$ cat src/hw/nrx_pkg.sv
//--------------------------------------------------
// Shared constants for the maze racer main board
// Memory map, raster geometry and sound link sizing
//--------------------------------------------------
package nrx_pkg;

	// CPU bus
	localparam int ADDR_W = 16;
	localparam int DATA_W = 8;
	localparam int RAM_AW = 11;	// 2 KB work RAM

	//--------------------------------------------------
	// Memory map
	//--------------------------------------------------
	localparam logic [ADDR_W-1:0] RAM_BASE = 16'h9800;	// $9800-$9FFF
	localparam logic [ADDR_W-1:0] INP_BASE = 16'hA000;	// $A000-$AFFF, reads
	localparam logic [ADDR_W-1:0] SND_BASE = 16'hA100;	// $A100-$A17F, writes
	localparam logic [ADDR_W-1:0] LAT_BASE = 16'hA180;	// $A180-$A18F, writes

	// Low address bits ignored by each window compare
	localparam int INP_AW = 12;
	localparam int SND_AW = 7;
	localparam int LAT_AW = 4;

	// Latch page offsets
	localparam logic [LAT_AW-1:0] LAT_IE    = 4'd1;
	localparam logic [LAT_AW-1:0] LAT_LAMP0 = 4'd4;
	localparam logic [LAT_AW-1:0] LAT_LAMP1 = 4'd5;

	//--------------------------------------------------
	// Raster, in CCLK cycles and lines
	//--------------------------------------------------
	localparam int HV_W         = 9;	// Wide enough for both counters
	localparam int H_TOTAL      = 384;
	localparam int H_ACTIVE     = 288;
	localparam int V_TOTAL      = 264;
	localparam int V_ACTIVE     = 224;
	localparam int H_SYNC_START = 304;
	localparam int H_SYNC_LEN   = 32;
	localparam int V_SYNC_START = 240;
	localparam int V_SYNC_LEN   = 4;
	localparam int VBL_IRQ_LINE = 224;
	localparam int VBL_IRQ_HMAX = 8;	// Last hpos of the irq window

	// Sound link
	localparam int SND_DEPTH   = 4;	// Power of two, pointers wrap freely
	localparam int SND_CREDITS = 4;	// Sound board receive buffer
	localparam int SND_PW      = $clog2(SND_DEPTH);
	localparam int SND_CW      = $clog2(SND_CREDITS + 1);

endpackage

$ cat src/hw/nrx_sound_link.sv
//--------------------------------------------------
// Sound command queue with credit flow control
// CPU writes queue up, one credit spent per byte sent
//--------------------------------------------------
`timescale 1ns/1ps

module nrx_sound_link
	import nrx_pkg::*;
(
	input  logic              CCLK,
	input  logic              arst_n,
	input  logic              snd_push,
	input  logic [DATA_W-1:0] wdata,
	input  logic              snd_credit,
	output logic              snd_valid,
	output logic [DATA_W-1:0] snd_data,
	output logic              snd_overrun
);

	logic [DATA_W-1:0] q_mem [SND_DEPTH];	// Payload, no reset
	logic [SND_PW-1:0] wr_ptr, rd_ptr;
	logic [SND_PW:0]   q_cnt;		// 0..SND_DEPTH
	logic [SND_CW-1:0] credits;		// Free slots on the sound board
	logic              q_full, q_empty;
	logic              push_ok, send;

	assign q_full  = (q_cnt == (SND_PW+1)'(SND_DEPTH));
	assign q_empty = (q_cnt == '0);
	assign push_ok = snd_push & ~q_full;
	assign send    = ~q_empty & (credits != '0);

	// Head of queue is presented straight from the registers
	assign snd_valid = send;
	assign snd_data  = q_mem[rd_ptr];

	always_ff @(posedge CCLK) begin
		if (push_ok)
			q_mem[wr_ptr] <= wdata;
	end

	//--------------------------------------------------
	// Pointers, fill count, credits, overrun
	//--------------------------------------------------
	always_ff @(posedge CCLK or negedge arst_n) begin
		if (!arst_n) begin
			wr_ptr      <= '0;
			rd_ptr      <= '0;
			q_cnt       <= '0;
			credits     <= SND_CW'(SND_CREDITS);
			snd_overrun <= 1'b0;
		end else begin
			if (push_ok)
				wr_ptr <= wr_ptr + 1'b1;
			if (send)
				rd_ptr <= rd_ptr + 1'b1;
			case ({push_ok, send})
				2'b10:   q_cnt <= q_cnt + 1'b1;
				2'b01:   q_cnt <= q_cnt - 1'b1;
				default: q_cnt <= q_cnt;	// Both or neither
			endcase
			// Send and return together leave the count alone
			if (send && !snd_credit)
				credits <= credits - 1'b1;
			else if (!send && snd_credit && credits != SND_CW'(SND_CREDITS))
				credits <= credits + 1'b1;
			if (snd_push && q_full)
				snd_overrun <= 1'b1;	// Sticky until reset
		end
	end

endmodule

$ cat config.mk
export PLATFORM = sky130hd
export DESIGN_NAME = nrx_sound_link
export DESIGN_NICKNAME = d
export VERILOG_FILES = /design/src/hw/nrx_pkg.sv /design/src/hw/nrx_sound_link.sv
export SDC_FILE = /design/constraint.sdc
export NUM_CORES = 1
export LEC_CHECK = 0
export ABC_AREA = 1
export BUFFER_PORTS_ARGS = -buffer_cell sky130_fd_sc_hd__clkbuf_2
export CORE_MARGIN = 2
export CORE_UTILIZATION = 35
export CTS_CLUSTER_DIAMETER = 150
export DETAILED_ROUTE_END_ITERATION = 12
export GPL_TIMING_DRIVEN = 0
export PLACE_DENSITY = 0.63
export SYNTH_ARGS = -nofsm -noshare
export SYNTH_HDL_FRONTEND = slang
export SYNTH_SLANG_ARGS = --single-unit
$ cat constraint.sdc
create_clock -name CCLK -period 4.05 [get_ports CCLK]
set_clock_uncertainty 0.15 [all_clocks]
set_input_delay 0.81 -clock CCLK [delete_from_list [all_inputs] [get_ports CCLK]]
set_output_delay 0.81 -clock CCLK [all_outputs]
set_load 0.005 [all_outputs]
# Yosys cells after proc, flatten, opt, wreduce, memory -nomap -nowiden
# Memory sizes are Yosys's and may differ from the RTL's.
# Index checks and enable logic that the tools add are counted.
[op_classes]
add_sub_neg = 6
eq_ne = 4
mux = 5
bitwise = 4
n_reduce_logical = 10
[op_table]
columns = ["op", "n"]
rows = [
  ["adder 3 x 1 -> 3 bit (second input constant)", 2],
  ["two-way mux 3 bit", 2],
  ["one-hot mux 3 bit (2 select lines)", 1],
  ["subtractor 3 x 1 -> 3 bit (second input constant)", 2],
  ["adder 2 x 1 -> 2 bit (second input constant)", 2],
  ["logical AND 1 bit", 4],
  ["nonzero test 2 bit", 2],
  ["equality test 3 bit (second input constant)", 1],
  ["zero test 3 bit", 1],
  ["inequality test 3 bit (second input constant)", 1],
  ["nonzero test 3 bit", 1],
  ["bitwise AND 1 bit", 2],
  ["equality test 2 x 1 -> 1 bit (second input constant)", 1],
  ["equality test 2 bit (second input constant)", 1],
  ["zero test 1 bit", 2],
  ["two-way mux 1 bit", 2],
  ["NOT 1 bit", 2],
]
[word_totals]
register_bits = 11
ramBits = 32
input_bits = 12
output_inout_bits = 10
wordCells = 35
memories = 1
[memory_table]
columns = ["name", "depth", "width", "read_ports", "rd_clocked_by_memory_dff", "write_ports", "line_no", "source"]
rows = [
  ["q_mem", 4, 8, 1, 0, 1, "nrx_sound_link.sv:20", "logic [DATA_W-1:0] q_mem [SND_DEPTH];"],
]

# Longest topological paths before layout
# Gate-level depths: netlist of run 1.
[logic_depth]
ltp_word = 8
depth_mapped = 11
depth_no_buf = 11

# Worst setup path before layout of run 1
# No wires, ideal clock.
[synth_path]
kind = "input port to flip-flop"
startpoint = "in snd_push"
endpoint = "reg q_cnt[2]"
setup_ns = 0.131
arrival_time_ns = 1.836
required_time_ns = 3.769
slack_ns = 1.933
cell_stages = 6
path_buffers = 0
path_cell_list = "o31ai_4 > ha_1 > fa_1 > a21oi_1 > o21ai_0 > xor2_1"
[synth_via]
elab_chain_cells = 3
word_cells_on_any_way = 5
cone_classes = "eq/ne: 2; mux: 1; bitwise: 1; reduce/logical: 1"
[synth_rtl]
columns = ["element", "line_no", "source"]
rows = [
  ["from (decl)", "nrx_sound_link.sv:12", "input logic snd_push,"],
  ["bitwise AND 1 bit (*)", "nrx_sound_link.sv:29", "assign push_ok = snd_push & ~q_full;"],
  ["equality test 2 x 1 -> 1 bit or equality test 2 bit (tied branches)", "nrx_sound_link.sv:56", "case ({push_ok, send})"],
  ["one-hot mux 3 bit (2 select lines) or nonzero test 2 bit (tied branches)", "n/a", ""],
  ["to (signal assigned)", "nrx_sound_link.sv:57", "2'b10: q_cnt <= q_cnt + 1'b1;"],
  ["to (signal assigned)", "nrx_sound_link.sv:58", "2'b01: q_cnt <= q_cnt - 1'b1;"],
  ["to (signal assigned)", "nrx_sound_link.sv:59", "default: q_cnt <= q_cnt;"],
  ["to (decl)", "nrx_sound_link.sv:22", "logic [SND_PW:0] q_cnt;"],
]
# Mark *: on every way between the ends. The rest lies on a longest branch, timed or not.
# A chain may end at the register's enable or synchronous reset.

# Final worst setup path of run 1
[layout_path]
startpoint = "reg rd_ptr[0]"
endpoint = "out snd_data[3]"
[layout_via]
elab_chain_cells = 1
[layout_rtl]
columns = ["element", "line_no", "source"]
rows = [
  ["from (decl)", "nrx_sound_link.sv:21", "logic [SND_PW-1:0] wr_ptr, rd_ptr;"],
  ["from (signal assigned)", "nrx_sound_link.sv:55", "rd_ptr <= rd_ptr + 1'b1;"],
  ["memory read (4 x 8 bit)", "n/a", ""],
  ["to (decl)", "nrx_sound_link.sv:16", "output logic [DATA_W-1:0] snd_data,"],
]
# Every way passes these cells.

==> flow_metrics.tcl, run 1 <==
set metrics [dict create \
    status "complete, no violations" \
    ir_worst_vdd_uv 356.9 \
    drc_errors 0 \
    die_w_um 76.39 \
    rows 26 \
    antenna_found_initial 0 \
    hold_buffers 0 \
    rsz0062_at_grt "no" \
    maxSlewHeadroom_pct 47.79 \
    synth_ff_type "edfxtp_1" \
    p_leak_uw 0.0008706 \
    die_area_mm2 0.005835 \
    critPathMaxFanout 10 \
    synth_cell_type_count 23 \
    hold_viol_final 0 \
    synth_top_family_by_area "compound AO/OA/AOI/OAI gates" \
    drive_gt1_share_pct 21.55 \
    final_common_cell "edfxtp_1" \
    core-area_mm2 0.005075 \
    fmax_mhz 375.2 \
    yosysSeqAreaShare_pct 67.46 \
    gr-total-overflow 0 \
    clock-root-buffer "clkbuf_8" \
    clockBufferDepth 2 \
    synthMuxAreaShare_pct 0 \
    setup_viol 0 \
    wl_per_cell_um 12.33 \
    synthesis.nets 171 \
    yosys.area_share.simple_pct 9.823 \
    startpoint_type "flip-flop" \
    syn_to_final_growth_pct 16.85 \
    clock_latency_ns 0.29 \
    num_vias 1128 \
    fin_tns_setup_ns 0 \
    synth_xor_area_share_pct 1.910 \
    required_ns 3.09 \
    worstPathArrival_ns 1.71 \
    drt_iter0_markers 74 \
    crit_buf_inv 4 \
    portBuffers 21 \
    n_fill_cell 501 \
    drtPass1Iterations 4 \
    synth-edff-count 32 \
    cts_buffers 5 \
    crit_chain "buf_2 -> inv_1 -> buf_4 -> nor2_1 -> o22ai_1 -> clkbuf_2" \
    wl_mm 3.094 \
    wl_met3_um 140 \
    final_cell_mix "edfxtp_1 (32), nor2_1 (25), clkbuf_2 (21), o21ai_0 (17), inv_1 (16)" \
    via_per_inst 4.494 \
    synthCells 152 \
    syn_area_mm2 0.001834 \
    drv_cap 0 \
    m1WireLength_mm 1.381 \
    num_antenna_cells 0 \
    antenna_left 0 \
    die_h_um 76.39 \
    yosys.area_share.adder_pct 5.593 \
    critPathKind "reg -> out" \
    synth_compound_area_share_pct 10.16 \
    final.period_utilization_pct 65.81 \
    ys_warn_count 0 \
    period_minus_slack_ns 2.665 \
    critPathTopFamily "buffers and inverters" \
    critPathSlowestCell "dfrtp_1" \
    synth_seq_cells 43 \
    nets 199 \
    worst_pin_slew_ns 0.7802 \
    cts_sinks 43 \
    cp-end-kind "primary output" \
    grtUsageTotal_pct 11.64 \
    grt_pass1_wl_mm 5.264 \
    hpwl_mm 2.167 \
    cts_tree "done" \
    cts_setup_buffers 0 \
    cts-resized-gates 0 \
    place_congestion 0.7405 \
    slowest_delay_ns 0.36 \
    hp-class "in -> async" \
    met2WireLength_mm 1.531 \
    syn-mean-instance-area_um2 12.07 \
    cts.clk_slew.worst_paths_ns 0.08 \
    start_util_pct 36.14 \
    hold_ws_ns 0.2297 \
    slew_violations 0 \
    postSynth.asyncResetShare_pct 25.58 \
    io_pins 22 \
    dr.max_layer_used "met4" \
    grt_max_degree 16 \
    powerDensity_mw_per_mm2 764.8 \
    cts-htree-levels 2 \
    grt_pass1_vias 1114 \
]
## stage by stage
stage	worst slack, ns	area, µm²	utilization (%)	instances	total power (µW)
final	1.385	2143	42.23	251	1639
after global routing	1.277	2143	42.23	251	1787
after CTS	1.374	2143	42.23	251	1660
after detailed placement	1.690	2027	39.94	243	1325
after global placement	1.702	2027	39.94	243	1309
after floorplan	1.933	1834	-	152	1115
## Yosys cell counts (2+ instances only)
master,n,area share [%]
o22ai_1,8,2.7
inv_2,3,0.61
o21ai_0,17,4.6
a21oi_1,3,0.82
nand2_1,12,2.5
dfrtp_1,10,14
buf_2,2,0.55
edfxtp_1,32,52
xor2_1,3,1.4
nand3_1,5,1.4
inv_1,16,3.3
nor2_1,25,5.1
ha_1,5,3.4
fa_1,2,2.2
## logic make-up (layout without fill, tap and decap cells)
kind of cell	after synthesis	after routing
compound gates	31	31
xor+xnor	4	4
fa+ha+maj	7	7
buf+inv	23	52
flops	43	43
simple gates	44	44
## worst paths after layout
| path | endpoint | slack, ns | depth (start not counted) | from |
|---|---|---|---|---|
| setup / recovery | snd_data[3] | 1.38 | 6 | rd_ptr[0]$_DFFE_PN0P_ |
| hold / removal | q_cnt[1]$_DFFE_PN0P_ | 0.23 | 1 | arst_n |
| setup reg to reg | q_cnt[2]$_DFFE_PN0P_ | 1.89 | 9 | q_cnt[1]$_DFFE_PN0P_ |
| hold reg to reg | snd_overrun$_DFFE_PN0P_ | 0.33 | 1 | snd_overrun$_DFFE_PN0P_ |
| max in group asynchronous | credits[2]$_DFFE_PN1P_ | 3.24 | 1 | arst_n |
| min in group CCLK | snd_overrun$_DFFE_PN0P_ | 0.33 | 1 | snd_overrun$_DFFE_PN0P_ |
## cell type report
| type | count | area (µm²) | area share [%] |
|---|---|---|---|
| Clock inverter | 3 | 47.55 | 2.218 |
| Inverter | 19 | 71.32 | 3.327 |
| Clock buffer | 5 | 68.82 | 3.211 |
| Multi-Input combinational cell | 86 | 504.2 | 23.53 |
| Buffer | 4 | 21.27 | 0.9924 |
| Timing Repair Buffer | 21 | 105.1 | 4.904 |
| Sequential cell | 43 | 1237 | 57.73 |
| Tap cell | 70 | 87.58 | 4.086 |
## worst register-to-register path: cells and delay by family, from the launching register on
kind	cells	cell delay, ns
compound gates	2	0.26
xor+xnor	1	0.15
fa+ha+maj	2	0.63
buf+inv	2	0.21
flops	1	0.44
simple gates	2	0.22
## metal layers
layer  track usage [%]  up-vias
li1                  -      575
met1             14.41      528
met2             18.67       20
met3             4.384        5
met4             4.182        0
met5                 0        -
## flip-flops by register name (all words and copies together) (netlist names)
signal       flops
q_mem           32
credits          3
q_cnt            3
rd_ptr           2
snd_overrun      1
wr_ptr           2
## where the power goes
group	leakage (µW)	internal (µW)	switching (µW)
logic	0.000394	240	399
registers	0.000418	609	56.1
clock network	0.0000587	187	148
No activity file was read; power rests on OpenSTA's default activity.
==> inputs of run 2 (changes only) <==
- ABC_AREA: 1 -> 0
- clock period: 4.05 -> 2.7 ns (I/O delays scaled with it)
==> flow_metrics.tcl, run 2 <==
set metrics [dict create \
    hold_start "wdata[5]" \
    regToRegSetupSlack_ns 0.28 \
    drv_cap 0 \
    p_leak_uw 0.0008086 \
    gr-total-overflow 0 \
    yosys.area.top_type_share_pct 52.24 \
    ys_warn_count 0 \
    final_common_cell "edfxtp_1" \
    synthesis.nets 123 \
    core-area_mm2 0.005075 \
    hpwl_mm 2.159 \
    cts-htree-levels 2 \
    drt_iter0_markers 36 \
    num_vias 964 \
    cts_tree "done" \
    powerDensity_mw_per_mm2 1147 \
    final_cell_mix "edfxtp_1 (32), clkbuf_2 (20), dfrtp_1 (10), mux4_2 (8)" \
    worst_pin_slew_ns 0.5649 \
    required_ns 2.76 \
    die_h_um 76.49 \
    antenna_found_initial 0 \
    yosysSeqAreaShare_pct 67.28 \
    fin_tns_setup_ns 0 \
    synth_commonest_cells "edfxtp_1 (32), dfrtp_1 (10), mux4_2 (8)" \
    worstPathArrival_ns 2.48 \
    cts_buffers 5 \
    grt_pass1_vias 1039 \
    slowest_delay_ns 0.43 \
    top_register "q_mem" \
    critPathMaxFanout 9 \
    wl_mm 3.035 \
    maxSlewHeadroom_pct 62.34 \
    finalPower_uw 2465 \
    place_congestion 0.7398 \
    drive_gt1_share_pct 34.59 \
    synth_cell_type_count 31 \
    drtPass1Iterations 4 \
    ir_worst_vdd_uv 600.7 \
    synth_most_common_cell "edfxtp_1" \
    startpoint_type "flip-flop" \
    grt_pass1_wl_mm 4.919 \
    rr_startpoint "q_cnt[1]$_DFFE_PN0P_" \
    reg2reg_to "q_cnt[2]$_DFFE_PN0P_" \
    syn_to_final_growth_pct 16.87 \
    postSynth.asyncResetShare_pct 25.58 \
    cp-end-kind "flip-flop" \
    crit_chain "or3_1 -> buf_6 -> o31a_2 -> ha_1 -> fa_1 -> xnor2_1 -> nor2_1 -> xor2_1" \
    num_antenna_cells 0 \
    drc_errors 0 \
    largest_reg_flops 32 \
    synth-edff-count 32 \
    rows 26 \
    top_regs "q_mem: 32 flops, credits: 3 flops, q_cnt: 3 flops" \
    syn-mean-instance-area_um2 17.69 \
    whs_endpoint "q_mem[2][5]$_DFFE_PP_" \
    die_area_mm2 0.005851 \
    synth_ff_type "edfxtp_1" \
    syn_area_mm2 0.001839 \
    utilization_pct 42.36 \
    critPathSlowestCell "dfrtp_1" \
    hold_viol_final 0 \
    holdPathStages 1 \
    cts_sinks 43 \
    slew_violations 0 \
    grtUsageTotal_pct 11.17 \
    clock_latency_ns 0.29 \
    wl_per_cell_um 14.95 \
    r2r_cells 8 \
    ys_top_cells_by_area "edfxtp_1 (52%), dfrtp_1 (14%), mux4_2 (9.8%)" \
    nets 151 \
    clockBufferDepth 2 \
    hp-class "in -> reg" \
    antenna_left 0 \
    portBuffers 20 \
    via_per_inst 4.749 \
    fmax_mhz 413.6 \
    clock-root-buffer "clkbuf_8" \
    final.period_utilization_pct 89.55 \
    io_pins 22 \
    critPathKind "reg -> reg" \
    synth.largest_area_cell "edfxtp_1" \
    start_util_pct 36.24 \
    status "complete, no violations" \
    rsz0062_at_grt "no" \
    synth_seq_cells 43 \
    grt_max_degree 15 \
    die_w_um 76.49 \
    cts.clk_slew.worst_paths_ns 0.08 \
    synthCells 104 \
    setup_viol 0 \
    period_minus_slack_ns 2.418 \
    cts-resized-gates 0 \
]
-- run 2: cell types whose count changed in the layout (fill, tap and decap cells not counted), moves of 5 or more --
cell	change
nand3_1	-5
o22ai_1	-6
nand2_1	-9
inv_1	-11
o21ai_0	-15
mux4_2	+8
nor2_1	-23
-- run 2: cell families (layout without fill, tap and decap cells) --
kind of cell             after synthesis  in the layout  share of synthesized area [%]
flip-flops                            43             43                          67.28
XOR/XNOR                               8              8                          3.809
AO/OA/AOI/OAI                         13             13                          5.714
adder cells (fa/ha/maj)                7              7                          5.578
buffers and inverters                  9             38                          2.381
multiplexers                           9              9                          10.41
AND/OR/NAND/NOR                       15             15                          4.830
-- run 2: area by class of cell --
| class | count | area (µm²) |
|---|---|---|
| sequential | 43 | 1237 |
| timing repair buffer | 21 | 110.1 |
| tap | 70 | 87.58 |
| inverter | 5 | 18.77 |
| multi-input combinational | 52 | 558.0 |
| clock buffer | 5 | 68.82 |
| buffer | 4 | 25.02 |
| fill | 493 | 2925 |
| clock inverter | 3 | 43.79 |
-- run 2: power breakdown --
group | switching, µW | internal (µW) | total [µW]
clock | 214 | 275 | 490
sequential | 103 | 916 | 1020
combinational | 475 | 481 | 956
-- run 2: worst max-delay path, delay by kind of cell (launching register included) --
kind,cells,cell delay [ns]
fa+ha+maj,2,0.65
simple gates,2,0.51
flops,1,0.43
xor+xnor,2,0.29
compound gates,1,0.16
buf+inv,1,0.15
-- run 2: metal layers --
metal  vias to the layer above  routed length (µm)  GRT usage, %
met1                       489                1246         12.22
met5                         -                   0             0
li1                        447                   -             -
met3                         2                 110         4.384
met4                         0                  17         2.182
met2                        26                1661         20.53
-- run 2: how the worst max path moves through the flow --
stage,slack (ns),depth (start not counted),startpoint,to
after floorplan,0.42,8,q_cnt[1]$_DFFE_PN0P_,q_cnt[2]$_DFFE_PN0P_
after global placement,0.33,8,snd_push,q_cnt[2]$_DFFE_PN0P_
after detailed placement,0.23,8,snd_push,q_cnt[2]$_DFFE_PN0P_
after CTS,0.26,8,q_cnt[0]$_DFFE_PN0P_,q_cnt[2]$_DFFE_PN0P_
after global routing,0.18,8,q_cnt[0]$_DFFE_PN0P_,q_cnt[2]$_DFFE_PN0P_
final,0.28,8,q_cnt[1]$_DFFE_PN0P_,q_cnt[2]$_DFFE_PN0P_
-- run 2: metrics by stage --
step / worst slack, ns / hold WS (ns) / instance area [µm²] / std cells
after detailed placement: 0.2335 / 0.2840 / 2027 / 194
after floorplan: 0.4185 / 0.09441 / 1839 / 104
final: 0.2822 / 0.3152 / 2150 / 203
after global routing: 0.1843 / 0.2920 / 2150 / 203
after global placement: 0.3330 / 0.2769 / 2027 / 194
after CTS: 0.2555 / 0.3074 / 2150 / 203
-- run 2: repair_timing --
action,CTS,global route
hold endpoints to repair,10,0
setup buffers,0,0
hold buffers,1,0
==> inputs of run 3 (changes only) <==
- PLACE_DENSITY: 0.63 -> not set
==> flow_metrics.tcl, run 3 (same netlist as run 2, synthesis figures left out) <==
set metrics [dict create \
    period_minus_slack_ns 2.404 \
    final_common_cell "edfxtp_1" \
    grt_max_degree 13 \
    top_regs "q_mem: 32 flops, credits: 3 flops, q_cnt: 3 flops" \
    wl_per_cell_um 13.97 \
    pre_cts_slack_ns 0.2454 \
    cts_buffers 5 \
    worstPathArrival_ns 2.43 \
    rsz0062_at_grt "no" \
    hpwl_mm 1.947 \
    cts-htree-levels 2 \
    r2r_cells 8 \
    status "complete, no violations" \
    final.period_utilization_pct 89.03 \
    cts.clk_slew.worst_paths_ns 0.07 \
    cts_setup_buffers 0 \
    antenna_left 0 \
    drive_gt1_share_pct 32.33 \
    critPathMaxFanout 9 \
    powerDensity_mw_per_mm2 1096 \
    syn_to_final_growth_pct 15.10 \
    drtPass1Iterations 4 \
    drt_iter0_markers 24 \
    maxSlewHeadroom_pct 62.05 \
    p_leak_uw 0.0007907 \
    reg2reg_to "q_cnt[2]$_DFFE_PN0P_" \
    fmax_mhz 416.0 \
    regToRegSetupSlack_ns 0.30 \
    drv_cap 0 \
    final_cell_mix "edfxtp_1 (32), clkbuf_2 (20), dfrtp_1 (10), mux4_2 (8)" \
    wl_mm 2.836 \
    drc_errors 0 \
    cts-resized-gates 0 \
    clock_latency_ns 0.29 \
    num_antenna_cells 0 \
    hold_viol_final 0 \
    top_register "q_mem" \
    num_vias 945 \
    die_area_mm2 0.005851 \
    hold_start "wdata[3]" \
    cts_tree "done" \
    layout_setup_ws_ns 0.2961 \
    ir_worst_vdd_uv 535.2 \
    via_per_inst 4.655 \
    grt_pass1_vias 987 \
    grt_pass1_wl_mm 4.643 \
    startpoint_type "flip-flop" \
    antenna_found_initial 0 \
    nets 151 \
    clockBufferDepth 2 \
    required_ns 2.72 \
    n_fill_cell 467 \
    grtUsageTotal_pct 10.55 \
    portBuffers 20 \
    hp-class "in -> reg" \
    clock-root-buffer "clkbuf_8" \
    largest_reg_flops 32 \
    core-area_mm2 0.005075 \
    setup_viol 0 \
    rr_startpoint "q_cnt[0]$_DFFE_PN0P_" \
    cts_sinks 43 \
    die_h_um 76.49 \
    slew_violations 0 \
    cp-end-kind "flip-flop" \
    start_util_pct 36.24 \
    place_congestion 0.8222 \
    worst_pin_slew_ns 0.5693 \
    crit_end "q_cnt[2]$_DFFE_PN0P_" \
    gr-total-overflow 0 \
    critPathKind "reg -> reg" \
    hold_buffers 1 \
    critPathLaunch "q_cnt[0]$_DFFE_PN0P_" \
    die_w_um 76.49 \
    fin_tns_setup_ns 0 \
    io_pins 22 \
    rows 26 \
]
-- run 3: cell count changes in the layout (fill, tap and decap cells not counted), sizes merged --
cell | previous run | this run
clkbuf | 25 | 26
bufinv | 1 | 0
-- run 3: per-stage QoR --
| step | utilization [%] | hold WS, ns | std cells | area [µm²] | total power, µW |
|---|---|---|---|---|---|
| 3_5_place_dp | 39.94 | 0.2811 | 194 | 2027 | 1977 |
| 4_1_cts | 41.72 | 0.3172 | 203 | 2117 | 2358 |
| 2_1_floorplan | - | 0.09441 | 104 | 1839 | 1706 |
| 6_report | 41.72 | 0.3219 | 203 | 2117 | 2320 |
| 5_1_grt | 41.72 | 0.3123 | 203 | 2117 | 2495 |
| 3_3_place_gp | 39.94 | 0.2775 | 194 | 2027 | 1925 |
-- run 3: worst min path at each step --
stage / endpoint / cells after the start / slack, ns
after CTS: q_mem[1][4]$_DFFE_PP_ / 1 / 0.32
after floorplan: credits[0]$_DFFE_PN0P_ / 0 / 0.09
after global routing: q_mem[3][2]$_DFFE_PP_ / 1 / 0.31
after detailed placement: q_cnt[2]$_DFFE_PN0P_ / 1 / 0.28
final: q_mem[1][3]$_DFFE_PP_ / 1 / 0.32
after global placement: q_cnt[2]$_DFFE_PN0P_ / 1 / 0.28
-- run 3: metal layers --
metal | vias to the layer above | global-route usage [%] | share of wire [%]
met4 | 0 | 5.818 | 2.3
met3 | 7 | 3.199 | 3.5
met2 | 20 | 16.90 | 51
li1 | 450 | - | -
met1 | 468 | 12.73 | 43
met5 | - | 0 | 0
-- run 3: layout make-up --
type	instances	area [µm²]	area share (%)
plain buffers	4	25.02	1.182
clock buffers	6	72.57	3.428
inverters	5	18.77	0.8865
flip-flops and latches	43	1237	58.45
repair buffers	21	110.1	5.201
clock inverters	2	7.507	0.3546
well taps	70	87.58	4.137
multi-input cells	52	558.0	26.36
-- run 3: power breakdown --
part	leakage, µW	internal [µW]	total, µW	switching [µW]
Sequential	0.000419	917	1010	95.8
Combinational	0.000331	476	936	460
Clock	0.0000403	176	371	195
-- run 3: critical path, stage by stage, from the launching register on --
cell and delay (ns):
dfrtp_1 0.44, or3_1 0.38, buf_6 0.15, o31a_2 0.15, ha_1 0.25, fa_1 0.38, xnor2_1 0.18, nor2_1 0.07
xor2_1 0.14
